[src/hw/memSelfTestConsts.svh]
`ifndef MEM_SELF_TEST_CONSTS_SVH
`define MEM_SELF_TEST_CONSTS_SVH

// byte address width
`define MEM_ADDR_W 26

// data path
`define MEM_DATA_W 32
`define MEM_LANES 4

// word store depth, word addresses wrap modulo this
`define STORE_WORDS 4096

// self-test program length
`define TEST_STEPS 16

`endif

[src/hw/memBusPkg.sv]
`default_nettype none

`include "memSelfTestConsts.svh"

package memBusPkg;

  typedef logic [`MEM_ADDR_W-1:0] byteAddrT;
  typedef logic [`MEM_DATA_W-1:0] wordT;
  typedef logic [`MEM_LANES-1:0] laneMaskT;
  typedef logic [$clog2(`STORE_WORDS)-1:0] wordAddrT;

  // travels with a read so the aligner can rebuild the byte result
  typedef struct packed {
    logic [$clog2(`MEM_LANES)-1:0] offset;
    logic split;
    laneMaskT lanes;
  } readTagT;

endpackage

`default_nettype wire

[src/hw/memWordIf.sv]
`default_nettype none

interface memWordIf
  import memBusPkg::*;
();

  // word request side
  logic wordReq;
  logic wordWe;
  wordAddrT wordAddr;
  wordT wordData;
  laneMaskT wordBe;
  readTagT tag;

  // read return side
  wordT rdData;
  logic rdStrobe;
  readTagT rdTag;

  modport splitter (
    output wordReq, wordWe, wordAddr, wordData, wordBe, tag
  );

  modport store (
    input wordReq, wordWe, wordAddr, wordData, wordBe, tag,
    output rdData, rdStrobe, rdTag
  );

  modport aligner (
    input rdData, rdStrobe, rdTag
  );

endinterface

`default_nettype wire

[src/hw/readAligner.sv]
`default_nettype none

`include "memSelfTestConsts.svh"

module readAligner
  import memBusPkg::*;
(
  input logic clk,
  input logic reset,
  memWordIf.aligner wordBus,
  output wordT q,
  output logic valid
);

  logic haveFirst;
  wordT firstWord;
  logic [2*`MEM_DATA_W-1:0] wide;
  logic [2*`MEM_DATA_W-1:0] shifted;
  wordT merged;
  logic finish;

  // unsplit reads never use the upper word for enabled lanes
  assign wide = wordBus.rdTag.split ? {wordBus.rdData, firstWord}
                                    : {wordBus.rdData, wordBus.rdData};
  assign shifted = wide >> {wordBus.rdTag.offset, 3'b000};

  always_comb begin
    for (int i = 0; i < `MEM_LANES; i++) begin
      merged[8*i +: 8] = wordBus.rdTag.lanes[i] ? shifted[8*i +: 8] : 8'h00;
    end
  end

  assign finish = wordBus.rdStrobe && (!wordBus.rdTag.split || haveFirst);

  always_ff @(posedge clk) begin
    if (wordBus.rdStrobe && wordBus.rdTag.split && !haveFirst) begin
      firstWord <= wordBus.rdData;
    end
    if (finish) begin
      q <= merged;
    end
  end

  always_ff @(posedge clk or posedge reset) begin
    if (reset) begin
      haveFirst <= 1'b0;
      valid <= 1'b0;
    end else begin
      valid <= finish;
      if (wordBus.rdStrobe && wordBus.rdTag.split) begin
        haveFirst <= !haveFirst;
      end
    end
  end

  validSingleCycle: assert property (@(posedge clk) disable iff (reset) valid |=> !valid);

endmodule

`default_nettype wire

[src/flat_wrapper.sv]
// flat-port wrapper written by rule: the top's interface ports become plain ports
module readAligner_flat import memBusPkg::*;
  (clk, reset, q, valid, wordBus_rdData, wordBus_rdStrobe, wordBus_rdTag);
  memWordIf wordBus_i ();
  input logic clk;
  input logic reset;
  output wordT q;
  output logic valid;
  input wire logic [$bits(wordBus_i.rdData)-1:0] wordBus_rdData;
  input wire logic [$bits(wordBus_i.rdStrobe)-1:0] wordBus_rdStrobe;
  input wire logic [$bits(wordBus_i.rdTag)-1:0] wordBus_rdTag;
  assign wordBus_i.rdData = wordBus_rdData;
  assign wordBus_i.rdStrobe = wordBus_rdStrobe;
  assign wordBus_i.rdTag = wordBus_rdTag;
  readAligner u_core (.clk(clk), .reset(reset), .wordBus(wordBus_i), .q(q), .valid(valid));
endmodule
[config.mk]
export PLATFORM = sky130hd
export DESIGN_NAME = readAligner_flat
export DESIGN_NICKNAME = d
export VERILOG_FILES = /design/src/hw/memBusPkg.sv /design/src/hw/memWordIf.sv /design/src/hw/readAligner.sv /design/src/flat_wrapper.sv
export VERILOG_INCLUDE_DIRS = /design/src /design/src/hw
export SDC_FILE = /design/constraint.sdc
export NUM_CORES = 1
export LEC_CHECK = 0
export BUFFER_PORTS_ARGS = -buffer_cell sky130_fd_sc_hd__buf_4
export CAP_MARGIN = 20
export CELL_PAD_IN_SITES_DETAIL_PLACEMENT = 1
export CELL_PAD_IN_SITES_GLOBAL_PLACEMENT = 2
export CORE_MARGIN = 2
export CORE_UTILIZATION = 41
export DETAILED_ROUTE_END_ITERATION = 6
export HOLD_SLACK_MARGIN = 0.05
export PLACE_DENSITY_LB_ADDON = 0.12
export SYNTH_ARGS = -nofsm -noshare
export SYNTH_HDL_FRONTEND = slang
export SYNTH_SLANG_ARGS = --single-unit
[constraint.sdc]
create_clock -name clk -period 7.7 [get_ports clk]
set_clock_uncertainty 0.05 [all_clocks]
set_input_delay 1.925 -clock clk [delete_from_list [all_inputs] [get_ports clk]]
set_output_delay 1.925 -clock clk [all_outputs]
set_load 0.1 [all_outputs]
* After elaboration in Yosys (flattened, before gate mapping) *
Index checks and enable logic that the tools add are counted.

storage, ports and cells
  memory bits (writable) = 0
  memories kept = 0
  output and inout port bits = 33
  bits of input ports = 42
  bits in read-only memories = 0
  word-level logic and storage cells = 15
  bits in latches = 0
  bits in registers = 66

operators by class
  magnitude comparators = 0
  multipliers = 0
  bitwise gates (word level) = 0
  reductions and logical operators = 6
  divide/modulo/power cells = 0
  shifts and indexed selects = 1
  muxes and demuxes = 1
  eq/ne operators = 0
  add/subtract/negate cells = 0

operators with widths
  cell                                            count
  64-bit by 5-bit right shift with 32-bit output  1
  32-bit two-way mux                              1
  1-bit logical AND                               3
  1-bit logical NOT                               2
  1-bit logical OR                                1

* Logic depth before layout (Yosys ltp) *
  depth after elaboration = 3
  mapped depth = 5
  gate-level depth less buffers = 3

* Worst setup path before layout *
No wires, ideal clock.

  path kind = input port to flip-flop
  from = in wordBus_rdTag[4]
  to = reg u_core.q[0] (enable)
  data required time = 7177 ps
  setup time = 473 ps
  slack = 2381 ps
  arrival = 4796 ps
  stages = 4
  cell sequence = buf_6 > buf_12 > buf_2 > a21boi_0

between the ends
  longest elaborated chain between the ends = 3

RTL lines
  item                    line                text
  start: declaration      flat_wrapper.sv:11  input wire logic [$bits(wordBus_i.rdTag)-1:0] wordBus_rdTag;
  1-bit logical NOT       readAligner.sv:33   assign finish = wordBus.rdStrobe && (!wordBus.rdTag.split || haveFirst);
  1-bit logical OR        readAligner.sv:33
  1-bit logical AND       readAligner.sv:33
  via u_core.finish       readAligner.sv:20   logic finish;
  end signal: assignment  readAligner.sv:40   q <= merged;
  end: declaration        readAligner.sv:11   output wordT q,

The timed path passes the listed nets, and every way through them passes these cells.
A chain may end at the register's enable or synchronous reset.

* Final worst setup path *
  from = in wordBus_rdTag[5]
  to = reg u_core.q[6] (data pin)

between the ends
  longest elaborated chain between the ends = 1

RTL lines
  item                                            line               text
  64-bit by 5-bit right shift with 32-bit output  readAligner.sv:25  assign shifted = wide >> {wordBus.rdTag.offset, 3'b000};

Every way passes these cells.

==> impl_metrics.toml <==
[status]
status = "completed"

[floorplanning]
initial_core_util_pct = 42.9
die_h_um = 94.4
die_area_um2 = 8910
num_rows = 32
die_w_um = 94.4
ioPinCount = 75
core-area_um2 = 7810

[layout]
multi_input_area_um2 = 1280
final_cell_mix = "buf_4 (75), edfxtp_1 (64), mux2i_1 (24), mux2_2 (24)"
drive_gt1_share_pct = 43.8
final_area_um2 = 4140
diodes = 0
instances_no_fill = 390
fin_nets = 326
area_growth_pct = 23.5
num-fill-cells = 799
seq_area_um2 = 1970
final_common_cell = "buf_4"

[clocking]
cts_tree = "built"
cts.path.max_buffers = 2
cts.clk_slew.worst_paths_ns = 0.07
cts_root_buf = "clkbuf_8"
cts_hold_buf = 0
post_cts_resized = 0
clock_sinks = 66
cts_setup_buffers = 0
cts_buffers = 9
clk_latency_ns = 0.34
htree_levels = 3

[synthesis]
ys_types = 22
ys_seq_area_share_pct = 58.9
syn_area_per_cell_um2 = 15.9
syn_inst = 211
syn_nets = 253
netlist_area_um2 = 3350
yosysWarnings = 0
yosys_register_bits = 66

[worst_setup_path]
required_ns = 7.75
end_kind = "register"
worstSetupPathDepth = 3
worst_path_max_delay_cell = "mux4_2"
cp-start-kind = "primary input"
critPathMaxStageDelay_ns = 0.58
criticalPathCategory = "in -> reg"
rr_endpoint = "u_core.q[25]"
reg2reg_slack_ns = 6.21
r2r_cells = 3
crit_chain = "buf_4 > mux4_2 > a22o_1"
worstPathMaxFanout = 48
critPathTopFamily = "multiplexers"
r2r_start = "u_core.haveFirst"
critical_path_buf_inv_count = 1
crit_start = "wordBus_rdTag[5]"
cp.arrival_ns = 3.28
endpoint = "u_core.q[6]"

[placed_design]
io_buffers = 74
post-dp-hpwl_um = 5260
dp_cells = 374
dpl-instance-area_um2 = 3960
gp_congestion = 0.752

[sta]
finalHoldViolCount = 0
finalSetupTns_ns = 0
max_slew_margin_pct = 32.1
tightestPinTransition_ns = 1.02
max_freq_mhz = 309
fin_crit_ns = 3.24
min_period_over_period_pct = 42.1
slew_viol_final = 0
setup_viol = 0
rsz0062_at_grt = "false"

[drt]
via_per_inst = 5.58
first_iter_violations = 92
wl_um = 8100
wl_per_cell_um = 20.8
antenna_left = 0
drtPass1Iterations = 4
routed-via-count = 2178
drc = 0

[power]
peakVddDrop_mv = 0.120
powerDensity_nw_per_um2 = 258
leakage_nw = 1.61

[global_routing]
grt_usage_pct = 19.3
grt_pass1_wl_um = 12600
grt_pass1_vias = 2280
grt.overflow.total = 0
grt_max_degree = 49
antenna_found_initial = 0

[job]
maxCapViolCount = 0

[worst_hold_path]
hp-class = "reg -> reg"
[cell usage after synthesis]
cell type	n	area share, %
a21boi_0	17	3.8
nor2_1	17	1.9
edfxtp_1	64	57
and2_1	1	0.19
o22ai_1	8	1.5
buf_12	1	0.60
inv_1	3	0.34
o21ai_0	8	1.2
nand2_1	3	0.34
xnor2_1	1	0.26
a22o_1	8	2.1
buf_2	4	0.60
buf_1	1	0.11
mux2_2	24	8.1
dfrtp_1	2	1.5
mux4_1	4	3.1
buf_6	2	0.67
clkbuf_1	4	0.45
nor2b_1	1	0.19
mux4_2	12	8.1
mux2i_1	24	7.2
buf_4	2	0.45
[cell families after synthesis]
kind of cell    after synthesis  share of synthesized area (%)
simple gates                 22                           2.62
buf+inv                      17                           3.21
xor+xnor                      1                          0.262
mux                          64                           26.4
flops                        66                           58.9
compound gates               41                           8.59
[cell type report]
type | count | area share [%]
inverter | 3 | 0.272
tap | 102 | 3.09
sequential | 66 | 47.7
timing repair buffer | 76 | 14.3
clock inverter | 5 | 0.545
clock buffer | 10 | 3.09
multi-input combinational | 128 | 31.0
[registers in the layout (all words and copies together) (netlist names)]
register / flops
u_core.valid: 1
u_core.firstWord: 32
u_core.haveFirst: 1
u_core.q: 32
[stage by stage]
stage / utilization, % / power, mW / worst slack, ns / hold WS (ns)
finish: 53.0 / 1.07 / 4.46 / 0.468
CTS: 52.6 / 1.07 / 4.41 / 0.476
global placement: 50.7 / 0.826 / 4.08 / 0.456
global route: 53.0 / 1.10 / 4.37 / 0.523
floorplan: - / 0.741 / 2.38 / 0.418
detailed placement: 50.7 / 0.830 / 4.04 / 0.463
[report_power, final]
part           internal (mW)  switching (mW)  total (mW)  leakage (nW)
clock network          0.111           0.129       0.240        0.0808
logic                 0.0943           0.261       0.355         0.893
registers              0.452          0.0182       0.470         0.634
[worst min path at each step]
stage | startpoint | endpoint | slack, ns | depth (start not counted)
2_1_floorplan | u_core.haveFirst | u_core.haveFirst | 0.42 | 1
6_report | u_core.haveFirst | u_core.haveFirst | 0.47 | 1
4_1_cts | u_core.haveFirst | u_core.haveFirst | 0.48 | 1
5_1_grt | u_core.haveFirst | u_core.haveFirst | 0.52 | 1
3_5_place_dp | u_core.haveFirst | u_core.haveFirst | 0.46 | 1
3_3_place_gp | u_core.haveFirst | u_core.haveFirst | 0.46 | 1
[layer usage]
metal / track usage (%) / vias to the layer above / wire, um
li1: - / 994 / -
met1: 25.6 / 1090 / 3550
met2: 31.0 / 77 / 3900
met4: 8.82 / 0 / 167
met5: 0 / - / 0
met3: 3.59 / 17 / 486
Power figures use the tool's default switching activity.
