$ cat config.mk
export PLATFORM = sky130hd
export DESIGN_NAME = unalignedSplitter_flat
export DESIGN_NICKNAME = d
export VERILOG_FILES = /design/src/hw/memBusPkg.sv /design/src/hw/memWordIf.sv /design/src/hw/unalignedSplitter.sv /design/src/flat_wrapper.sv
export VERILOG_INCLUDE_DIRS = /design/src /design/src/hw
export SDC_FILE = /design/constraint.sdc
export NUM_CORES = 1
export LEC_CHECK = 0
export BUFFER_PORTS_ARGS = -buffer_cell sky130_fd_sc_hd__buf_2
export CAP_MARGIN = 20
export CORE_MARGIN = 1
export CORE_UTILIZATION = 41
export CTS_CLUSTER_DIAMETER = 60
export CTS_CLUSTER_SIZE = 12
export DETAILED_ROUTE_END_ITERATION = 8
export PLACE_DENSITY = 0.94
export SLEW_MARGIN = 20
export SYNTH_ARGS = -nofsm -noshare
export SYNTH_HDL_FRONTEND = slang
export SYNTH_SLANG_ARGS = --single-unit
$ cat constraint.sdc
create_clock -name clk -period 2.75 [get_ports clk]
set_clock_uncertainty 0.2 [all_clocks]
set_input_delay 0.4125 -clock clk [delete_from_list [all_inputs] [get_ports clk]]
set_output_delay 0.4125 -clock clk [all_outputs]
set_load 0.02 [all_outputs]
$ cat src/hw/memSelfTestConsts.svh
`ifndef MEM_SELF_TEST_CONSTS_SVH
`define MEM_SELF_TEST_CONSTS_SVH

// byte address width
`define MEM_ADDR_W 26

// data path
`define MEM_DATA_W 32
`define MEM_LANES 4

// word store depth, word addresses wrap modulo this
`define STORE_WORDS 4096

// self-test program length
`define TEST_STEPS 16

`endif

$ cat src/hw/memBusPkg.sv
`default_nettype none

`include "memSelfTestConsts.svh"

package memBusPkg;

  typedef logic [`MEM_ADDR_W-1:0] byteAddrT;
  typedef logic [`MEM_DATA_W-1:0] wordT;
  typedef logic [`MEM_LANES-1:0] laneMaskT;
  typedef logic [$clog2(`STORE_WORDS)-1:0] wordAddrT;

  // travels with a read so the aligner can rebuild the byte result
  typedef struct packed {
    logic [$clog2(`MEM_LANES)-1:0] offset;
    logic split;
    laneMaskT lanes;
  } readTagT;

endpackage

`default_nettype wire

$ cat src/hw/memWordIf.sv
`default_nettype none

interface memWordIf
  import memBusPkg::*;
();

  // word request side
  logic wordReq;
  logic wordWe;
  wordAddrT wordAddr;
  wordT wordData;
  laneMaskT wordBe;
  readTagT tag;

  // read return side
  wordT rdData;
  logic rdStrobe;
  readTagT rdTag;

  modport splitter (
    output wordReq, wordWe, wordAddr, wordData, wordBe, tag
  );

  modport store (
    input wordReq, wordWe, wordAddr, wordData, wordBe, tag,
    output rdData, rdStrobe, rdTag
  );

  modport aligner (
    input rdData, rdStrobe, rdTag
  );

endinterface

`default_nettype wire

$ cat src/hw/unalignedSplitter.sv
`default_nettype none

`include "memSelfTestConsts.svh"

module unalignedSplitter
  import memBusPkg::*;
(
  input logic clk,
  input logic reset,
  input logic req,
  input logic we,
  input byteAddrT addr,
  input wordT data,
  input laneMaskT bwe,
  output logic ack,
  input logic valid,
  memWordIf.splitter wordBus
);

  logic [$clog2(`MEM_LANES)-1:0] offset;
  logic [2*`MEM_DATA_W-1:0] wideData;
  logic [2*`MEM_LANES-1:0] wideBe;
  wordAddrT baseWord;
  logic crosses;
  logic canIssue;
  logic secondPhase;
  logic readBusy;

  assign offset = addr[$clog2(`MEM_LANES)-1:0];
  assign baseWord = addr[$bits(wordAddrT)+1:2];

  // lane i goes to word position offset+i and may spill into the next word
  assign wideData = {{`MEM_DATA_W{1'b0}}, data} << {offset, 3'b000};
  assign wideBe = {{`MEM_LANES{1'b0}}, bwe} << offset;
  assign crosses = |wideBe[2*`MEM_LANES-1:`MEM_LANES];

  // a read is outstanding until the aligner strobes valid
  assign canIssue = req && !(readBusy && !valid);

  assign wordBus.wordReq = canIssue;
  assign wordBus.wordWe = we;
  assign wordBus.wordAddr = secondPhase ? baseWord + 1'b1 : baseWord;
  assign wordBus.wordData = secondPhase ? wideData[2*`MEM_DATA_W-1:`MEM_DATA_W]
                                        : wideData[`MEM_DATA_W-1:0];
  assign wordBus.wordBe = secondPhase ? wideBe[2*`MEM_LANES-1:`MEM_LANES]
                                      : wideBe[`MEM_LANES-1:0];
  assign wordBus.tag = '{offset: offset, split: crosses, lanes: bwe};

  // split access acks with its second word
  assign ack = canIssue && (secondPhase || !crosses);

  always_ff @(posedge clk or posedge reset) begin
    if (reset) begin
      secondPhase <= 1'b0;
      readBusy <= 1'b0;
    end else begin
      secondPhase <= canIssue && crosses && !secondPhase;
      if (ack && !we) begin
        readBusy <= 1'b1;
      end else if (valid) begin
        readBusy <= 1'b0;
      end
    end
  end

  noReqWhileReadPending: assert property (
    @(posedge clk) disable iff (reset) ack && !we |=> !wordBus.wordReq
  );

endmodule

`default_nettype wire

$ cat src/flat_wrapper.sv
// flat-port wrapper written by rule: the top's interface ports become plain ports
module unalignedSplitter_flat import memBusPkg::*;
  (clk, reset, req, we, addr, data, bwe, ack, valid, wordBus_wordReq, wordBus_wordWe, wordBus_wordAddr, wordBus_wordData, wordBus_wordBe, wordBus_tag);
  memWordIf wordBus_i ();
  input logic clk;
  input logic reset;
  input logic req;
  input logic we;
  input byteAddrT addr;
  input wordT data;
  input laneMaskT bwe;
  output logic ack;
  input logic valid;
  output wire logic [$bits(wordBus_i.wordReq)-1:0] wordBus_wordReq;
  output wire logic [$bits(wordBus_i.wordWe)-1:0] wordBus_wordWe;
  output wire logic [$bits(wordBus_i.wordAddr)-1:0] wordBus_wordAddr;
  output wire logic [$bits(wordBus_i.wordData)-1:0] wordBus_wordData;
  output wire logic [$bits(wordBus_i.wordBe)-1:0] wordBus_wordBe;
  output wire logic [$bits(wordBus_i.tag)-1:0] wordBus_tag;
  assign wordBus_wordReq = wordBus_i.wordReq;
  assign wordBus_wordWe = wordBus_i.wordWe;
  assign wordBus_wordAddr = wordBus_i.wordAddr;
  assign wordBus_wordData = wordBus_i.wordData;
  assign wordBus_wordBe = wordBus_i.wordBe;
  assign wordBus_tag = wordBus_i.tag;
  unalignedSplitter u_core (.clk(clk), .reset(reset), .req(req), .we(we), .addr(addr), .data(data), .bwe(bwe), .ack(ack), .valid(valid), .wordBus(wordBus_i));
endmodule
[Word-level counts from Yosys, hierarchy flattened]
Cells that the tools add are included.
Operators by class
  add/subtract/negate cells: 1
  shift-type cells: 2
  mux-type cells: 5
  reduce and logical (&&, ||, !) cells: 14
Operator list (number)
  32-bit by 5-bit left shift with 64-bit output: 1
  32-bit two-way mux: 1
  12-bit by 1-bit adder with 12-bit output, second input constant: 1
  12-bit two-way mux: 1
  4-bit by 2-bit left shift with 8-bit output: 1
  1-bit logical AND: 6
  1-bit zero test: 5
  4-bit two-way mux: 1
  4-bit OR reduction: 1
  1-bit two-way mux: 2
  2-bit nonzero test: 1
  1-bit logical OR: 1
Word-level totals
  register bits: 2
  bits of input ports: 67
  output and inout bits: 58
  word-level logic and storage cells: 24

[Depth between registers and ports, before layout]
  depth after elaboration: 7
  mapped depth: 6
  gate-level depth less buffers: 4

[Worst setup path before layout]
Ideal clock, no wire load.
  path kind: input to output
  from: in addr[0]
  to: out wordBus_wordBe[3]
  data arrival time: 1525 ps
  data required time: 2138 ps
  path slack: 613 ps
  stages: 5
  buffers on the path: 2
  cells stage by stage: buf_4 -> buf_12 -> mux2i_1 -> and2_1 -> a211oi_1
On the way
  cells in the longest elaborated chain, start to end: 2
RTL lines
  start: declaration: line flat_wrapper.sv:9  | input byteAddrT addr;
  4-bit by 2-bit left shift with 8-bit output: line unalignedSplitter.sv:34  | assign wideBe = {{`MEM_LANES{1'b0}}, bwe} << offset;
  4-bit two-way mux: line unalignedSplitter.sv:45  | assign wordBus.wordBe = secondPhase ? wideBe[2*`MEM_LANES-1:`MEM_LANES]
  end: declaration: line flat_wrapper.sv:18  | output wire logic [$bits(wordBus_i.wordBe)-1:0] wordBus_wordBe;
Every way passes these cells.

[Worst setup path in the final report]
  from: reg u_core.secondPhase
  to: out wordBus_wordData[22]
On the way
  cells in the longest elaborated chain, start to end: 1
RTL lines
  start: declaration: line unalignedSplitter.sv:26  | logic secondPhase;
  start signal: assignment: line unalignedSplitter.sv:57  | secondPhase <= canIssue && crosses && !secondPhase;
  32-bit two-way mux: line unalignedSplitter.sv:43  | assign wordBus.wordData = secondPhase ? wideData[2*`MEM_DATA_W-1:`MEM_DATA_W]
  end: declaration: line flat_wrapper.sv:17  | output wire logic [$bits(wordBus_i.wordData)-1:0] wordBus_wordData;
Every way passes these cells.

==> flow_metrics.env <==
export IMPL_worstSetupPathType="reg -> out"
export IMPL_async_reset_ff_frac=1.000
export IMPL_layout_drive_gt1_share=0.4418
export IMPL_cts_tree="yes"
export IMPL_grt_pass1_wl_mm=6.755
export IMPL_clockBufferDepth=2
export IMPL_syn_cell_area_sq_um=1328
export IMPL_finalWirelength_mm=4.304
export IMPL_synth_seq_cells=2
export IMPL_avgRoutedWirePerCell_microns=12.81
export IMPL_yosysSeqAreaShare=0.03770
export IMPL_status="completed"
export IMPL_root_buffer="clkbuf_4"
export IMPL_die_width_microns=58.90
export IMPL_worstHoldPathType="in -> reg"
export IMPL_place_ws_ns=0.4592
export IMPL_drt_iter0_markers=151
export IMPL_yosys_most_used_dff="dfrtp_1"
export IMPL_p_leak_nw=1.015
export IMPL_post_synth_cell_area_avg_sq_um=6.914
export IMPL_power_mw=0.5089
export IMPL_vdd_drop_max_uv=244.7
export IMPL_setup_violations=0
export IMPL_fillerInstances=327
export IMPL_initial_core_util=0.4348
export IMPL_post_cts_buffers=0
export IMPL_grt_usage=0.2430
export IMPL_cts_resized=0
export IMPL_io_pins=125
export IMPL_cts_buffers=3
export IMPL_cts_sinks=2
export IMPL_hold_slack_ns=0.2722
export IMPL_route_detailed_drc=0
export IMPL_syn_nets=260
export IMPL_timing_final_max_slew_violations=0
export IMPL_place_congestion=0.7423
export IMPL_dr_total_vias=1790
export IMPL_min_period_ns=2.379
export IMPL_rsz0062_at_grt="false"
export IMPL_rows=20
export IMPL_synth_edf_count=0
export IMPL_n_antenna_cell=0
export IMPL_drt_pass1_iterations=4
export IMPL_seq_area_sq_um=50.05
export IMPL_clock_latency_ns=0.22
export IMPL_ant_nets=0
export IMPL_grt_pass1_vias=1555
export IMPL_max_freq_mhz=420.3
export IMPL_end_kind="primary output"
export IMPL_ctsHtreeMaxLevel=1
export IMPL_tns_ns=0
export IMPL_area_delta_synth_final_pct=40.25
export IMPL_antenna_found_initial=0
export IMPL_relSlewSlack=0.6461
export IMPL_via_per_inst=5.327
export IMPL_synth_distinct_cells=36
export IMPL_setup_slack_ns=0.3710
export IMPL_synthCells=192
export IMPL_fp_dieH_microns=58.90
export IMPL_min_period_over_period=0.8651
export IMPL_fin_nets=362
export IMPL_portBuffers=112
export IMPL_clk_pin_slew_ns=0.03
export IMPL_max_cap_violations=0
export IMPL_hold_violations=0
export IMPL_crit_arrival_ns=1.77
export IMPL_place_hpwl_mm=3.450
export IMPL_startpoint_type="register"
export IMPL_required_ns=2.14
export IMPL_tightest_slew_ns=0.5308
export IMPL_yosysWarnings=0
export IMPL_grt_overflow_total=0
export IMPL_multi_input_area_sq_um=1100
export IMPL_die_area_sq_um=3469
export IMPL_core_area_sq_um=3053
export IMPL_cp_max_fo=18
export IMPL_power_density_nw_per_um2=273.4
export IMPL_grt_max_degree=19
-- sequential cells by signal (all words and copies together) (netlist names) --
signal              count
u_core.secondPhase      1
u_core.readBusy         1
-- cells by family after synthesis --
logic type	Yosys count	share of synthesized area
AO/OA/AOI/OAI	57	0.2667
XOR/XNOR	11	0.07257
adder cells (fa/ha/maj)	1	0.009424
buffers and inverters	26	0.1338
flip-flops	2	0.03770
multiplexers	28	0.2121
AND/OR/NAND/NOR	67	0.2677
-- cells in the final DEF, fill, tap and decap left out, drive strengths merged, types with 3 or more instances in the layout --
cell    instances
buf           119
mux2i          27
nand2          25
o21ai          21
nor2           16
a21oi          10
and2           10
o22ai           9
a211oi          9
a22o            8
xnor2           7
xor2            4
and3            4
nand4           4
inv             3
clkbuf          3
-- per-layer routing --
layer,vias to the layer above,track usage,share of wire
met5,-,0,0
met4,0,0.06122,0.0081
met3,4,0.01758,0.059
met2,71,0.4416,0.50
met1,826,0.3081,0.43
li1,889,-,-
-- cells in the mapped netlist, types with 2 or more instances --
cell,instances,area [sq um]
mux2i_1,27,270.3
nand2_1,24,90.09
o21ai_0,19,95.09
nor2_1,14,52.55
buf_4,12,90.09
a21oi_1,10,50.05
and2_1,10,62.56
o22ai_1,9,56.30
a211oi_1,8,60.06
a22o_1,8,70.07
xnor2_1,7,61.31
clkbuf_1,4,15.01
xor2_1,4,35.03
and3_1,3,18.77
buf_2,3,15.01
inv_1,3,11.26
nand4_1,3,18.77
buf_6,2,22.52
dfrtp_1,2,50.05
nand2b_1,2,12.51
nand3_1,2,10.01
o21ai_1,2,10.01
-- stage by stage --
step,utilization,instances,area [sq um]
6_report,0.6098,336,1862
5_1_grt,0.6098,336,1862
4_1_cts,0.6098,336,1862
3_5_place_dp,0.5992,332,1829
3_3_place_gp,0.5992,332,1829
2_1_floorplan,-,192,1328
-- final cells by class --
type / count / area share
multi-input combinational: 164 / 0.5907
timing repair buffer: 120 / 0.3347
tap: 44 / 0.02957
sequential: 2 / 0.02688
clock buffer: 3 / 0.01210
inverter: 3 / 0.006048
-- critical path, stage by stage (launching register included) --
cell and delay [ns]:
dfrtp_1 0.46, buf_4 0.28, and3_1 0.43, nand2_1 0.09, o21ai_1 0.10, buf_2 0.18
-- power by group --
group / switching (mW) / total, mW / internal [mW]
Clock: 0.0140 / 0.0619 / 0.0479
Combinational: 0.254 / 0.411 / 0.157
Sequential: 0.00311 / 0.0355 / 0.0324
-- path summary, 6_finish.rpt --
kind                                    startpoint                    to  cells after the start  slack [ns]
worst min register to register     u_core.readBusy       u_core.readBusy                      2        0.29
worst max register to register  u_core.secondPhase    u_core.secondPhase                      3        1.34
min in group asynchronous                    reset       u_core.readBusy                      3        0.39
worst min-delay path                           req       u_core.readBusy                      3        0.27
max in group asynchronous                    reset    u_core.secondPhase                      3        1.85
worst max-delay path            u_core.secondPhase  wordBus_wordData[22]                      5        0.37
-- timing repair --
action | CTS | global route
hold endpoints to repair | 2 | 0
setup endpoints to repair | 0 | 0
hold buffers | 1 | 0
Note: power is estimated with default switching activity, not from simulation.
