### src/hw/memSelfTestConsts.svh
`ifndef MEM_SELF_TEST_CONSTS_SVH
`define MEM_SELF_TEST_CONSTS_SVH

// byte address width
`define MEM_ADDR_W 26

// data path
`define MEM_DATA_W 32
`define MEM_LANES 4

// word store depth, word addresses wrap modulo this
`define STORE_WORDS 4096

// self-test program length
`define TEST_STEPS 16

`endif

### src/hw/memBusPkg.sv
`default_nettype none

`include "memSelfTestConsts.svh"

package memBusPkg;

  typedef logic [`MEM_ADDR_W-1:0] byteAddrT;
  typedef logic [`MEM_DATA_W-1:0] wordT;
  typedef logic [`MEM_LANES-1:0] laneMaskT;
  typedef logic [$clog2(`STORE_WORDS)-1:0] wordAddrT;

  // travels with a read so the aligner can rebuild the byte result
  typedef struct packed {
    logic [$clog2(`MEM_LANES)-1:0] offset;
    logic split;
    laneMaskT lanes;
  } readTagT;

endpackage

`default_nettype wire

### src/hw/selfTestPkg.sv
`default_nettype none

`include "memSelfTestConsts.svh"

package selfTestPkg;

  import memBusPkg::*;

  typedef enum logic [1:0] {
    stepWrite,
    stepRead,
    stepEnd
  } stepKindT;

  typedef struct packed {
    stepKindT kind;
    byteAddrT addr;
    wordT data;
    laneMaskT be;
    wordT expected;
    wordT cmpMask;
  } testStepT;

  typedef logic [$clog2(`TEST_STEPS)-1:0] stepIndexT;

endpackage

`default_nettype wire

### src/hw/selfTestSequencer.sv
`default_nettype none

module selfTestSequencer
  import memBusPkg::*;
  import selfTestPkg::*;
(
  input logic clk,
  input logic reset,
  input logic hostReq,
  input logic hostWe,
  input byteAddrT hostAddr,
  input wordT hostData,
  input laneMaskT hostBe,
  output logic hostAck,
  output logic req,
  output logic we,
  output byteAddrT addr,
  output wordT data,
  output laneMaskT bwe,
  input logic ack,
  input wordT q,
  input logic valid,
  output logic testDone,
  output logic testPass,
  output stepIndexT failStep
);

  typedef enum logic [1:0] {
    seqIssue,
    seqWait,
    seqDone
  } seqStateT;

  seqStateT state;
  stepIndexT stepIdx;
  testStepT step;
  logic mismatch;

  // kind, address, data, lanes, expected, compare mask
  function automatic testStepT programStep(input stepIndexT idx);
    testStepT s;
    case (idx)
      4'd0: s = '{stepWrite, 26'h0000100, 32'h01234567, 4'hF, 32'h0, 32'h0};
      4'd1: s = '{stepRead, 26'h0000100, 32'h0, 4'hF, 32'h01234567, 32'hFFFFFFFF};
      // single top lane, read back through lane 0
      4'd2: s = '{stepWrite, 26'h0000104, 32'hF0F0F0F0, 4'h8, 32'h0, 32'h0};
      4'd3: s = '{stepRead, 26'h0000107, 32'h0, 4'h1, 32'h000000F0, 32'hFFFFFFFF};
      // overlapping writes to one word
      4'd4: s = '{stepWrite, 26'h0000200, 32'hFEEDBADE, 4'hF, 32'h0, 32'h0};
      4'd5: s = '{stepWrite, 26'h0000200, 32'hFFFFBEEF, 4'h3, 32'h0, 32'h0};
      4'd6: s = '{stepRead, 26'h0000200, 32'h0, 4'hF, 32'hFEEDBEEF, 32'hFFFFFFFF};
      4'd7: s = '{stepRead, 26'h0000202, 32'h0, 4'h3, 32'h0000FEED, 32'hFFFFFFFF};
      // unaligned, crossing word boundaries
      4'd8: s = '{stepWrite, 26'h0000305, 32'h01234567, 4'hF, 32'h0, 32'h0};
      4'd9: s = '{stepWrite, 26'h0000309, 32'h89ABCDEF, 4'hF, 32'h0, 32'h0};
      4'd10: s = '{stepRead, 26'h0000308, 32'h0, 4'hF, 32'hABCDEF01, 32'hFFFFFFFF};
      4'd11: s = '{stepRead, 26'h0000307, 32'h0, 4'hF, 32'hCDEF0123, 32'hFFFFFFFF};
      4'd12: s = '{stepWrite, 26'h0000306, 32'h11223344, 4'hC, 32'h0, 32'h0};
      4'd13: s = '{stepRead, 26'h0000306, 32'h0, 4'hF, 32'h11222345, 32'hFFFFFFFF};
      4'd14: s = '{stepRead, 26'h0000309, 32'h0, 4'h6, 32'h00ABCD00, 32'h00FFFF00};
      default: s = '{stepEnd, 26'h0, 32'h0, 4'h0, 32'h0, 32'h0};
    endcase
    return s;
  endfunction

  assign step = programStep(stepIdx);
  assign mismatch = |((q ^ step.expected) & step.cmpMask);

  // port goes to the host once the program is over
  always_comb begin
    req = 1'b0;
    we = 1'b0;
    addr = step.addr;
    data = step.data;
    bwe = step.be;
    hostAck = 1'b0;
    if (state == seqDone) begin
      req = hostReq;
      we = hostWe;
      addr = hostAddr;
      data = hostData;
      bwe = hostBe;
      hostAck = ack;
    end else if (state == seqIssue && step.kind != stepEnd) begin
      req = 1'b1;
      we = (step.kind == stepWrite);
    end
  end

  always_ff @(posedge clk or posedge reset) begin
    if (reset) begin
      state <= seqIssue;
      stepIdx <= '0;
      testDone <= 1'b0;
      testPass <= 1'b0;
      failStep <= '0;
    end else begin
      case (state)
        seqIssue: begin
          if (step.kind == stepEnd) begin
            state <= seqDone;
            testDone <= 1'b1;
            testPass <= 1'b1;
          end else if (ack) begin
            if (step.kind == stepRead) begin
              state <= seqWait;
            end else begin
              stepIdx <= stepIdx + 1'b1;
            end
          end
        end
        seqWait: begin
          if (valid) begin
            if (mismatch) begin
              // stop on the first bad read, pass stays low
              state <= seqDone;
              testDone <= 1'b1;
              failStep <= stepIdx;
            end else begin
              state <= seqIssue;
              stepIdx <= stepIdx + 1'b1;
            end
          end
        end
        default: begin
        end
      endcase
    end
  end

  reqHeldUntilAck: assert property (@(posedge clk) disable iff (reset) req && !ack |=> req);

endmodule

`default_nettype wire

### config.mk
export PLATFORM = sky130hd
export DESIGN_NAME = selfTestSequencer
export DESIGN_NICKNAME = d
export VERILOG_FILES = /design/src/hw/memBusPkg.sv /design/src/hw/selfTestPkg.sv /design/src/hw/selfTestSequencer.sv
export VERILOG_INCLUDE_DIRS = /design/src /design/src/hw
export SDC_FILE = /design/constraint.sdc
export NUM_CORES = 1
export LEC_CHECK = 0
export BUFFER_PORTS_ARGS = -buffer_cell sky130_fd_sc_hd__buf_2
export CORE_MARGIN = 2
export CORE_UTILIZATION = 45
export DETAILED_ROUTE_END_ITERATION = 6
export HOLD_SLACK_MARGIN = 0.08
export PLACE_DENSITY = 0.84
export SLEW_MARGIN = 0
export SYNTH_ARGS = -nofsm -noshare
export SYNTH_HDL_FRONTEND = slang
export SYNTH_SLANG_ARGS = --single-unit
### constraint.sdc
create_clock -name clk -period 7.71 [get_ports clk]
set_input_delay 1.1565 -clock clk [delete_from_list [all_inputs] [get_ports clk]]
set_output_delay 1.1565 -clock clk [all_outputs]
set_load 0.05 [all_outputs]
-- After elaboration in Yosys (flattened, before gate mapping)
Memory sizes are Yosys's and may differ from the RTL's.
Index checks and enable logic that the tools add are counted.
W data, S select, Z words.
- bits in read-only memories: 1712
- memories: 1
- word-level logic and storage cells: 57
- register bits: 12
- memory list (name ; words ; width ; read ports ; clocked after Yosys merged registers in ; write ports ; line ; RTL):
    (name not given) ; 16 ; 107 ; 1 ; 0 ; 0 ; selfTestSequencer.sv:42 ; case (idx)
- bitwise gates (word level): 2
- muxes and demuxes: 24
- add/sub/neg operators: 1
- eq/ne operators: 14
- reductions and logical operators: 10
- operators by type and width (kind ; count):
    $and A32 B32 Y32 ; 1
    $mux W32 ; 1
    $reduce_or A32 Y1 ; 1
    $xor A32 B32 Y32 ; 1
    $mux W26 ; 1
    $mux W4 ; 6
    $ne A2 B2 Y1 const B ; 7
    $mux W2 ; 5
    $mux W1 ; 8
    $pmux W4 S2 ; 1
    $reduce_and A4 Y1 ; 2
    $reduce_and A6 Y1 ; 1
    $add A4 B1 Y4 const B ; 1
    $eq A2 B1 Y1 const B ; 2
    $eq A2 B2 Y1 const B ; 2
    $logic_not A2 Y1 ; 2
    $pmux W2 S2 ; 1
    $ne A3 B1 Y1 const B ; 1
    $ne A3 B2 Y1 const B ; 1
    $reduce_and A3 Y1 ; 1
    $ne A2 B1 Y1 const B ; 1
    $pmux W1 S2 ; 1
    $reduce_and A2 Y1 ; 1
    $reduce_bool A2 Y1 ; 1
    $logic_and A1 B1 Y1 ; 1

-- Longest topological paths before layout
An unclocked memory read counts as a cell.
- depth after elaboration: 7
- gate-level depth with buffers: 12
- depth with buffers taken out: 9

-- Least setup slack after synthesis
Ideal clock, no wire load.
- kind: register to output
- start point: register stepIdx[1]
- end point: output data[20]
- data arrival time: 2.769 ns
- setup slack: 3.785 ns
- cell stages (with the launch flop): 8
- path buffers: 3
- required time: 6.554 ns
- path through: dfrtp_1 buf_2 clkbuf_1 inv_1 ha_1 clkbuf_1 mux2i_1 o31ai_1
- cells in the longest elaborated chain, start to end: 2
- ends and longest elaborated chain (element ; line ; RTL):
    start: declaration ; selfTestSequencer.sv:35 ; stepIndexT stepIdx;
    start signal: assignment ; selfTestSequencer.sv:108 ; stepIdx <= stepIdx + 1'b1;
    start signal: assignment ; selfTestSequencer.sv:121 ; stepIdx <= stepIdx + 1'b1;
    $mem_v2 Z16 W107 ; -- ;
    $mux W32 ; selfTestSequencer.sv:77 ; if (state == seqDone) begin
    end: declaration ; selfTestSequencer.sv:18 ; output wordT data,
No other way between the ends.

-- Final worst setup path
- start point: register stepIdx[1]
- end point: output we
- cells in the longest elaborated chain, start to end: 5
- ends and longest elaborated chain (element ; line ; RTL):
    $mem_v2 Z16 W107 * ; -- ;
    $ne A2 B2 Y1 ; selfTestSequencer.sv:84 ; end else if (state == seqIssue && step.kind != stepEnd) begin
    $logic_and A1 B1 Y1 ; selfTestSequencer.sv:84 ;
    $mux W1 * ; selfTestSequencer.sv:84 ;
    $mux W1 * ; selfTestSequencer.sv:77 ;
    end: declaration ; selfTestSequencer.sv:16 ; output logic we,
Every way passes the cells marked *; elsewhere a longest branch is shown, timed or not.

==> out/qor.yml <==
timing:
  final_hold_viol_count: 0
  fmax_mhz: 242.0
  grt_setup_unrepaired: "no"
  period_share: 0.5360
  finalSetupTns_ns: 0
  slew_violations: 0
  setup_slack_ns: 3.578
  fin_hold_ws_ns: 0.4664
  relSlewSlack: 0.4471
  finClkSkew_ns: 0.001570
  worst_pin_slew_ns: 0.8293
  setup_violations: 0
  period_minus_slack_ns: 4.132
setup_path:
  crit_start: "stepIdx[1]"
  ff2ff_path_depth: 9
  cp-start-kind: "register"
  critical_path_class: "register to primary output"
  worstSetupEndpointType: "primary output"
  cp.required_ns: 6.55
  r2r-start: "stepIdx[1]"
  rr_endpoint: "stepIdx[1]"
  crit_end: "we"
  cp_max_fo: 26
  regToRegSetupSlack_ns: 3.86
  arrival_ns: 2.98
synthesis:
  ys_seq_elements: 12
  synth_cell_types: 56
  async_flop_share: 1.000
  syn_area_um2: 2387
  synth-xor-area-share: 0.06237
  syn_nets: 444
  synth_top_family_by_area: "simple AND/OR/NAND/NOR gates"
  yosys.area.top_type: "dfrtp_1"
  synth.area.mux_share: 0.1116
  synth_area_leaders: "dfrtp_1, mux2i_1, a21o_1"
  synth_compound_area_frac: 0.2914
  syn_inst: 337
  synthTopCellsByCount: "nand2_1, nor2_1, a21o_1, a21oi_1, and2_1"
  synth_top_area_frac: 0.1258
  synth_enable_flop_cells: 0
  synthAdderAreaFrac: 0.03669
  avgSynthCellArea_um2: 7.084
  synth_flop_cell: "dfrtp_1"
  ys_seq_area_frac: 0.1258
  synthMostInstantiatedCell: "nand2_1"
  synthSimpleGateAreaFrac: 0.3066
  yosys_warnings: 0
floorplan:
  pin_count: 171
  die_w_um: 76.84
  dieArea_um2: 5904
  start_util: 0.4674
  coreArea_um2: 5107
  rows: 26
  die_h_um: 76.84
route:
  ant_nets: 0
  vias: 3071
  drtPass1Iterations: 4
  drc: 0
  vias_per_cell: 5.523
  wl_mm: 8.725
  drt-initial-drc-count: 286
  wl_per_cell_um: 15.69
grt:
  grt_max_degree: 71
  grt_pass1_wl_mm: 13.94
  grt.overflow.total: 0
  grt_use_total: 0.2836
  grt_antenna_before_repair: 0
  grt_pass1_vias: 2871
min_path:
  min_path_type: "register to register"
  hold_start: "testPass"
clocking:
  cts_buffers: 3
  cts_sinks: 12
  htreeDepth: 1
  post_cts_resized: 0
  hold_buffers: 0
  clock_path_buffers: 2
  postCtsSetupBuffers: 0
  clock-root-buffer: "clkbuf_8"
  clk_latency_ns: 0.25
  cts_tree: "yes"
  clkTransAtPathRegs_ns: 0.05
power_and_ir_drop:
  switchingPower_mw: 1.075
  seq_power_share: 0.082
  clkPwrFrac: 0.044
  power_leakage_nw: 1.808
  switching_share: 0.6758
  vdd_drop_max_uv: 372.2
  power_density_nw_per_um2: 485.9
  comb_power_share: 0.874
  finalPower_mw: 1.590
  power.internal_uw: 515.6
final_layout:
  diodes: 0
  area_delta_synth_final_pct: 37.11
  drive_above_1_share: 0.3992
  final_area_um2: 3273
  nNetsFinal: 594
placement:
  post-dp-hpwl_mm: 6.834
  dp_slack_ns: 3.913
  place_congestion: 0.9111
  placed_area_um2: 3218
  port_buffers: 170
outcome:
  status: "complete, no violations"
job:
  max_cap_violations: 0
==> per-layer routing <==
layer / vias to the layer above / track usage / share of wire
li1: 1516 / - / -
met1: 1391 / 0.3902 / 0.46
met2: 153 / 0.4728 / 0.45
met3: 11 / 0.03176 / 0.070
met4: 0 / 0.06727 / 0.013
met5: - / 0 / 0
==> layout by cell type (no fill, tap or decap), types with 4 or more instances in the layout <==
| cell | Yosys | final |
|---|---|---|
| mux2_2 | 4 | 4 |
| ha_1 | 7 | 7 |
| o21ai_0 | 21 | 21 |
| dfrtp_1 | 12 | 12 |
| buf_2 | 5 | 170 |
| nand2_1 | 40 | 40 |
| o31ai_1 | 4 | 4 |
| or2_2 | 4 | 4 |
| xnor2_1 | 8 | 8 |
| xor2_1 | 9 | 9 |
| and2_1 | 22 | 22 |
| nor3_1 | 9 | 9 |
| a21o_1 | 24 | 24 |
| clkbuf_8 | 0 | 4 |
| a21oi_1 | 24 | 24 |
| nor2_1 | 30 | 30 |
| or3_1 | 4 | 4 |
| nand2b_1 | 4 | 4 |
| mux2i_1 | 21 | 21 |
| nand4b_1 | 4 | 4 |
==> registers in the layout, indices dropped and copies added, names as in the netlist <==
name / flops
stepIdx: 4
state: 2
failStep: 4
testDone: 1
testPass: 1
==> worst max-delay path: stages (launching register included) <==
cell     delay [ns]
dfrtp_1        0.88
inv_1          0.23
ha_1           0.41
mux2i_1        0.27
mux2i_1        0.24
nor3b_1        0.27
a21oi_1        0.06
nor2_1         0.09
buf_2          0.27
==> stage by stage <==
step | utilization | std cells
floorplan | - | 337
finish | 0.6409 | 556
global placement | 0.6301 | 552
detailed placement | 0.6301 | 552
global route | 0.6409 | 556
CTS | 0.6409 | 556
==> final cells by class <==
class / count / area [um^2]
tap: 70 / 87.58
sequential: 12 / 300.3
clock buffer: 4 / 55.05
multi-input combinational: 292 / 1938
inverter: 5 / 18.77
timing repair buffer: 173 / 873.3
fill: 483 / 1834
==> power by group through the flow <==
stage	Sequential [mW]	Combinational, mW	Clock (mW)
3_3_place_gp	0.129	1.36	0
3_5_place_dp	0.130	1.37	0
6_report	0.131	1.39	0.0699
5_1_grt	0.135	1.47	0.0727
2_1_floorplan	0.145	1.09	0
4_1_cts	0.130	1.38	0.0714
==> cell families (layout without fill, tap and decap cells) <==
kind of cell,count (synthesis),count (layout)
adder cells (fa/ha/maj),7,7
AND/OR/NAND/NOR,140,140
buffers and inverters,33,182
XOR/XNOR,17,17
flip-flops,12,12
multiplexers,26,26
AO/OA/AOI/OAI,102,102
==> how the worst min path moves through the flow <==
| stage | endpoint | cells after the start |
|---|---|---|
| after floorplan | failStep[0] | 1 |
| after global placement | testPass | 1 |
| after detailed placement | testPass | 1 |
| after CTS | testPass | 1 |
| after global routing | testPass | 1 |
| final | testPass | 1 |
No activity file was read; power rests on OpenSTA's default activity.
